<file path="config.mk">
export PLATFORM = sky130hd
export DESIGN_NAME = wbArbiter
export DESIGN_NICKNAME = d
export VERILOG_FILES = /design/src/rtl/wbBusPkg.sv /design/src/rtl/wbArbiter.sv
export SDC_FILE = /design/constraint.sdc
export NUM_CORES = 1
export LEC_CHECK = 0
export BUFFER_PORTS_ARGS = -buffer_cell sky130_fd_sc_hd__buf_2
export CORE_AREA = 4 4 191 193
export CTS_CLUSTER_SIZE = 12
export DETAILED_ROUTE_END_ITERATION = 7
export DIE_AREA = 0 0 195 197
export HOLD_SLACK_MARGIN = 0.15
export PLACE_DENSITY = 0.35
export SYNTH_ARGS = -nofsm -noshare
export SYNTH_HDL_FRONTEND = slang
export SYNTH_SLANG_ARGS = --single-unit
</file>
<file path="constraint.sdc">
create_clock -name clk -period 2 [get_ports clk]
set_input_delay 0.4 -clock clk [delete_from_list [all_inputs] [get_ports clk]]
set_output_delay 0.4 -clock clk [all_outputs]
set_load 0.05 [all_outputs]
</file>
<file path="src/rtl/wbBusPkg.sv">
`default_nettype none

package wbBusPkg;

  // memory side Wishbone classic widths
  localparam int WB_DW = 64;
  localparam int WB_AW = 32;

  // master outputs
  typedef struct packed {
    // held for the whole multi-beat cycle
    logic             cyc;
    // one beat pending
    logic             stb;
    // always low here, refills only read
    logic             we;
    logic [WB_AW-1:0] adr;
    // write data, unused by a read-only master
    logic [WB_DW-1:0] dat;
  } wbM2s_t;

  // slave outputs
  typedef struct packed {
    // ends the current beat
    logic             ack;
    // read data, valid with ack
    logic [WB_DW-1:0] dat;
  } wbS2m_t;

endpackage

`default_nettype wire

</file>
<file path="src/rtl/wbArbiter.sv">
`default_nettype none

module wbArbiter (
  input  wire logic             clk,
  input  wire logic             rst_n,
  input  wire wbBusPkg::wbM2s_t m0_i,
  input  wire wbBusPkg::wbM2s_t m1_i,
  output wbBusPkg::wbS2m_t      m0_o,
  output wbBusPkg::wbS2m_t      m1_o,
  output wbBusPkg::wbM2s_t      bus_o,
  input  wire wbBusPkg::wbS2m_t bus_i
);

  // a master owns the bus
  logic grantValid;
  // owner while busy, last winner while idle
  logic lastWin;
  // idle-time choice
  logic pick;
  // master routed to the bus this cycle
  logic sel;

  // round robin, last winner loses a tie
  always_comb begin
    if (m0_i.cyc && m1_i.cyc) begin
      pick = ~lastWin;
    end else begin
      pick = m1_i.cyc;
    end
  end

  // grant held while the owner keeps cyc up
  assign sel = grantValid ? lastWin : pick;

  always_comb begin
    if (sel) begin
      bus_o = m1_i;
    end else begin
      bus_o = m0_i;
    end
  end

  // read data shared, ack only to the routed master
  always_comb begin
    m0_o.dat = bus_i.dat;
    m1_o.dat = bus_i.dat;
    m0_o.ack = bus_i.ack && !sel;
    m1_o.ack = bus_i.ack && sel;
  end

  always_ff @(posedge clk or negedge rst_n) begin
    if (!rst_n) begin
      grantValid <= 1'b0;
      // master 0 wins the first tie
      lastWin <= 1'b1;
    end else if (!grantValid) begin
      if (m0_i.cyc || m1_i.cyc) begin
        grantValid <= 1'b1;
        lastWin <= pick;
      end
    end else if (!bus_o.cyc) begin
      // owner closed its cycle, decide again next cycle
      grantValid <= 1'b0;
    end
  end

endmodule

`default_nettype wire

</file>
# Word level (Yosys, flattened, before mapping)
# Index checks and enable logic that the tools add are counted.
[op_classes]
reduce_logical = 6
muxes = 6
n_bitwise = 2
[op_table]
columns = ["op", "n"]
rows = [
  ["2-to-1 mux 99 bit", 1],
  ["2-to-1 mux 1 bit", 5],
  ["logical AND 1 bit", 3],
  ["inverter 1 bit", 2],
  ["AND reduction 2 bit", 1],
  ["logical NOT 1 bit", 1],
  ["logical OR 1 bit", 1],
]
[word_totals]
out_inout_bits = 229
elab_cells = 16
in_bits = 265
reg_bits = 2

# Depth between registers and ports, before layout
[logic_depth]
depth_word = 6
mapped_depth = 5
depth_no_buf = 3

# Least setup slack after synthesis
# No wires, ideal clock.
[synth_path]
kind = "register to output"
from = "register lastWin"
to = "output m0_o[64] in the netlist's numbering"
path_buffers = 2
setup_slack_ps = -229
t_arrival_ps = 1829
stages_incl_launch_ff = 6
path_cell_list = "dfstp_2 > nand2_1 > a22o_2 > buf_12 > buf_12 > nor2b_1"
[synth_rtl]
columns = ["element", "line", "text"]
rows = [
  ["start, declared", "wbArbiter.sv:17", "logic lastWin;"],
  ["start signal, assigned", "wbArbiter.sv:59", "lastWin <= pick;"],
  ["end, declared", "wbArbiter.sv:8", "output wbBusPkg::wbS2m_t m0_o,"],
]

==> flow_summary_export.csv <==
group,metric,value,unit
floorplan,die_area,38420,sq um
timing,fin_ws,-0.2772,ns
logic_synthesis,synth_edf_count,0,
logic_synthesis,syn_nets,515,
place,io_buffers,301,
worst_setup_path,cp.arrival,1.88,ns
place,place_congestion,0.8233,
worst_setup_path,cp_slowest_cell,"dfstp_2",
timing,fin_crit_sh,1.139,
route,antenna_left,0,
finish,final_layout_size_suffix_gt1_frac,0.9791,
run_status,violations,"negative setup slack",
place,dpl.cell_count,881,
grt,grt_overflow,0,
worst_setup_path,start_kind,"register",
run_status,status,"finished with violations",
worst_setup_path,crit_required,1.60,ns
timing,relSlewSlack,0.8261,
logic_synthesis,synth_ff_type,"dfstp_2",
route,drt_iter0_markers,50,
finish,fin_nets,697,
grt,antenna_found_initial,5,
timing,fin_crit,2.277,ns
logic_synthesis,synth_area_leaders,"mux2_4 (53%), buf_4 (35%), buf_12 (7.9%)",
worst_setup_path,criticalPathCategory,"reg -> out",
timing,fmax,0.4391,GHz
timing,setup_violations,100,
power,p_leak,0.002231,uW
grt,grt_max_degree,25,
clock_tree,cts_tree,"built",
worst_setup_path,cp-end-kind,"primary output",
grt,grt_first_pass_wirelength,18080,um
timing,hold-worst-slack,0.4700,ns
logic_synthesis,ys_ff_latch,2,
timing,hold_viol,0,
job,drv_cap,0,
worst_setup_path,path_buf_inv,2,
clock_tree,cts_inserted_buffers,3,
clock_tree,cts.sinks,2,
route,vias_per_cell,2.701,
floorplan,die_y,197,um
logic_synthesis,ys_seq_area_frac,0.01851,
logic_synthesis,synth_top_area_cell,"mux2_4",
floorplan,die_w,195,um
clock_tree,clockRootBuffer,"clkbuf_16",
route,dr.pass1.iters,4,
place,place_hpwl,12980,um
clock_tree,cts_max_level,1,
floorplan,placement_rows,68,
floorplan,core,34540,sq um
logic_synthesis,synth_top_area_frac,0.5309,
finish,area_growth,49.89,%
route,vias,2393,
clock_tree,clk_latency,0.22,ns
worst_setup_path,cp_max_fo,11,
logic_synthesis,synth_top_cells_by_count,"buf_4 (128), mux2_4 (98), buf_12 (11)",
finish,final_cells,886,
route,drc,0,
logic_synthesis,synth.distinct_cells,13,
logic_synthesis,synth_warnings,0,
min_path,hold_path.class,"in -> reg",
timing,rsz0062_at_grt,"yes",
grt,grt_pass1_vias,2499,
route,wl,14000,um
logic_synthesis,synth_most_common_cell,"buf_4",
floorplan,io_pins,494,
logic_synthesis,synthCells,250,
logic_synthesis,async_flop_share,1.000,
power,ir_worst_vdd,0.0005841,V
timing,worst_pin_slew,0.2627,ns
worst_setup_path,slowest_delay,0.55,ns
logic_synthesis,syn_area_per_cell,11.09,sq um
worst_setup_path,critPathTopFamily,"flip-flops",
timing,clock_skew,0.002006,ns
floorplan,start_util,0.08023,
logic_synthesis,syn_area,2771,sq um
worst_setup_path,path_cells,"nand2_2, a22o_4, buf_4, mux2_4, buf_2",
route,wl_per_cell,15.81,um
power,p_per_area,1463,nW/um^2
finish,antenna_cells,0,
clock_tree,cts.clk_slew.worst_paths,0.03,ns
clock_tree,clockBufferDepth,2,
timing,maxSlewViolCount,0,
grt,grt_usage,0.06403,
==> layout by cell type, fill, tap and decap left out, drive strengths merged <==
| master | count |
|---|---|
| buf | 315 |
| mux2 | 98 |
| clkbuf | 4 |
| a21oi | 3 |
| nor2b | 2 |
| nand2 | 2 |
| a22o | 1 |
| nor2 | 1 |
| and2 | 1 |
| o22a | 1 |
| dfrtp | 1 |
| dlygate4sd3 | 1 |
| dfstp | 1 |
==> report_power, final <==
part,total (uW),internal [uW],switching [uW]
logic,5680,2260,3420
registers,85.5,64.6,20.9
clock network,310,262,47.7
total,6080,2590,3490
==> routing by layer <==
metal | track usage | wire (um)
met1 | 0.05691 | 4061
met2 | 0.1248 | 7523
met3 | 0.02137 | 1575
met4 | 0.03776 | 829
met5 | 0 | 13
==> cell families (layout without fill, tap and decap cells) <==
group / Yosys count / count (layout) / synth area share
buffers and inverters: 139 / 320 / 0.4262
flip-flops: 2 / 2 / 0.01851
AO/OA/AOI/OAI: 5 / 5 / 0.01264
multiplexers: 98 / 98 / 0.5309
AND/OR/NAND/NOR: 6 / 6 / 0.01174
==> final timing paths <==
kind                                from          to  slack [ns]  cells after the start
worst max-delay path             lastWin    bus_o[4]       -0.28                      5
worst min-delay path            m1_i[98]  grantValid        0.47                      3
worst max register to register   lastWin  grantValid        0.93                      4
worst min register to register   lastWin     lastWin        0.56                      1
max in group asynchronous          rst_n     lastWin        1.31                      2
min in group asynchronous          rst_n  grantValid        0.50                      2
==> registers in the layout, indices dropped and copies added (netlist names) <==
name	cells
grantValid	1
lastWin	1
==> worst reg2reg max path, stage by stage, from the launching register on <==
cell and delay [ns]:
dfstp_2 0.55, buf_4 0.12, nand2_1 0.04, a21oi_1 0.18, a21oi_1 0.06
==> final cells by class <==
type                    instances  area (sq um)
clock buffers                   4         78.83
fillers                      4016         30390
multi-input cells             109          1551
flip-flops and latches          2         51.30
well taps                     455         569.3
repair buffers                316          1903
==> per-stage QoR <==
step	worst slack, ns	TNS [ns]	power (uW)	cell area (sq um)	util
after floorplan	0.02952	0	5418	2774	-
after global placement	-0.1292	-10.01	5445	3809	0.1103
after detailed placement	-0.1313	-10.55	5428	3809	0.1103
after CTS	-0.3154	-28.47	6076	4108	0.1189
after global routing	-0.3323	-29.63	6293	4154	0.1203
final	-0.2772	-24.07	6076	4154	0.1203
==> repair_timing <==
item | CTS | global route
hold buffers | 1 | 0
gates cloned | 0 | 0
gates resized for setup | 73 | 14
setup buffers | 0 | 0
pin swaps | 0 | 0
hold endpoints to repair | 2 | 0
setup endpoints to repair | 100 | 100
No activity file was read; power rests on OpenSTA's default activity.
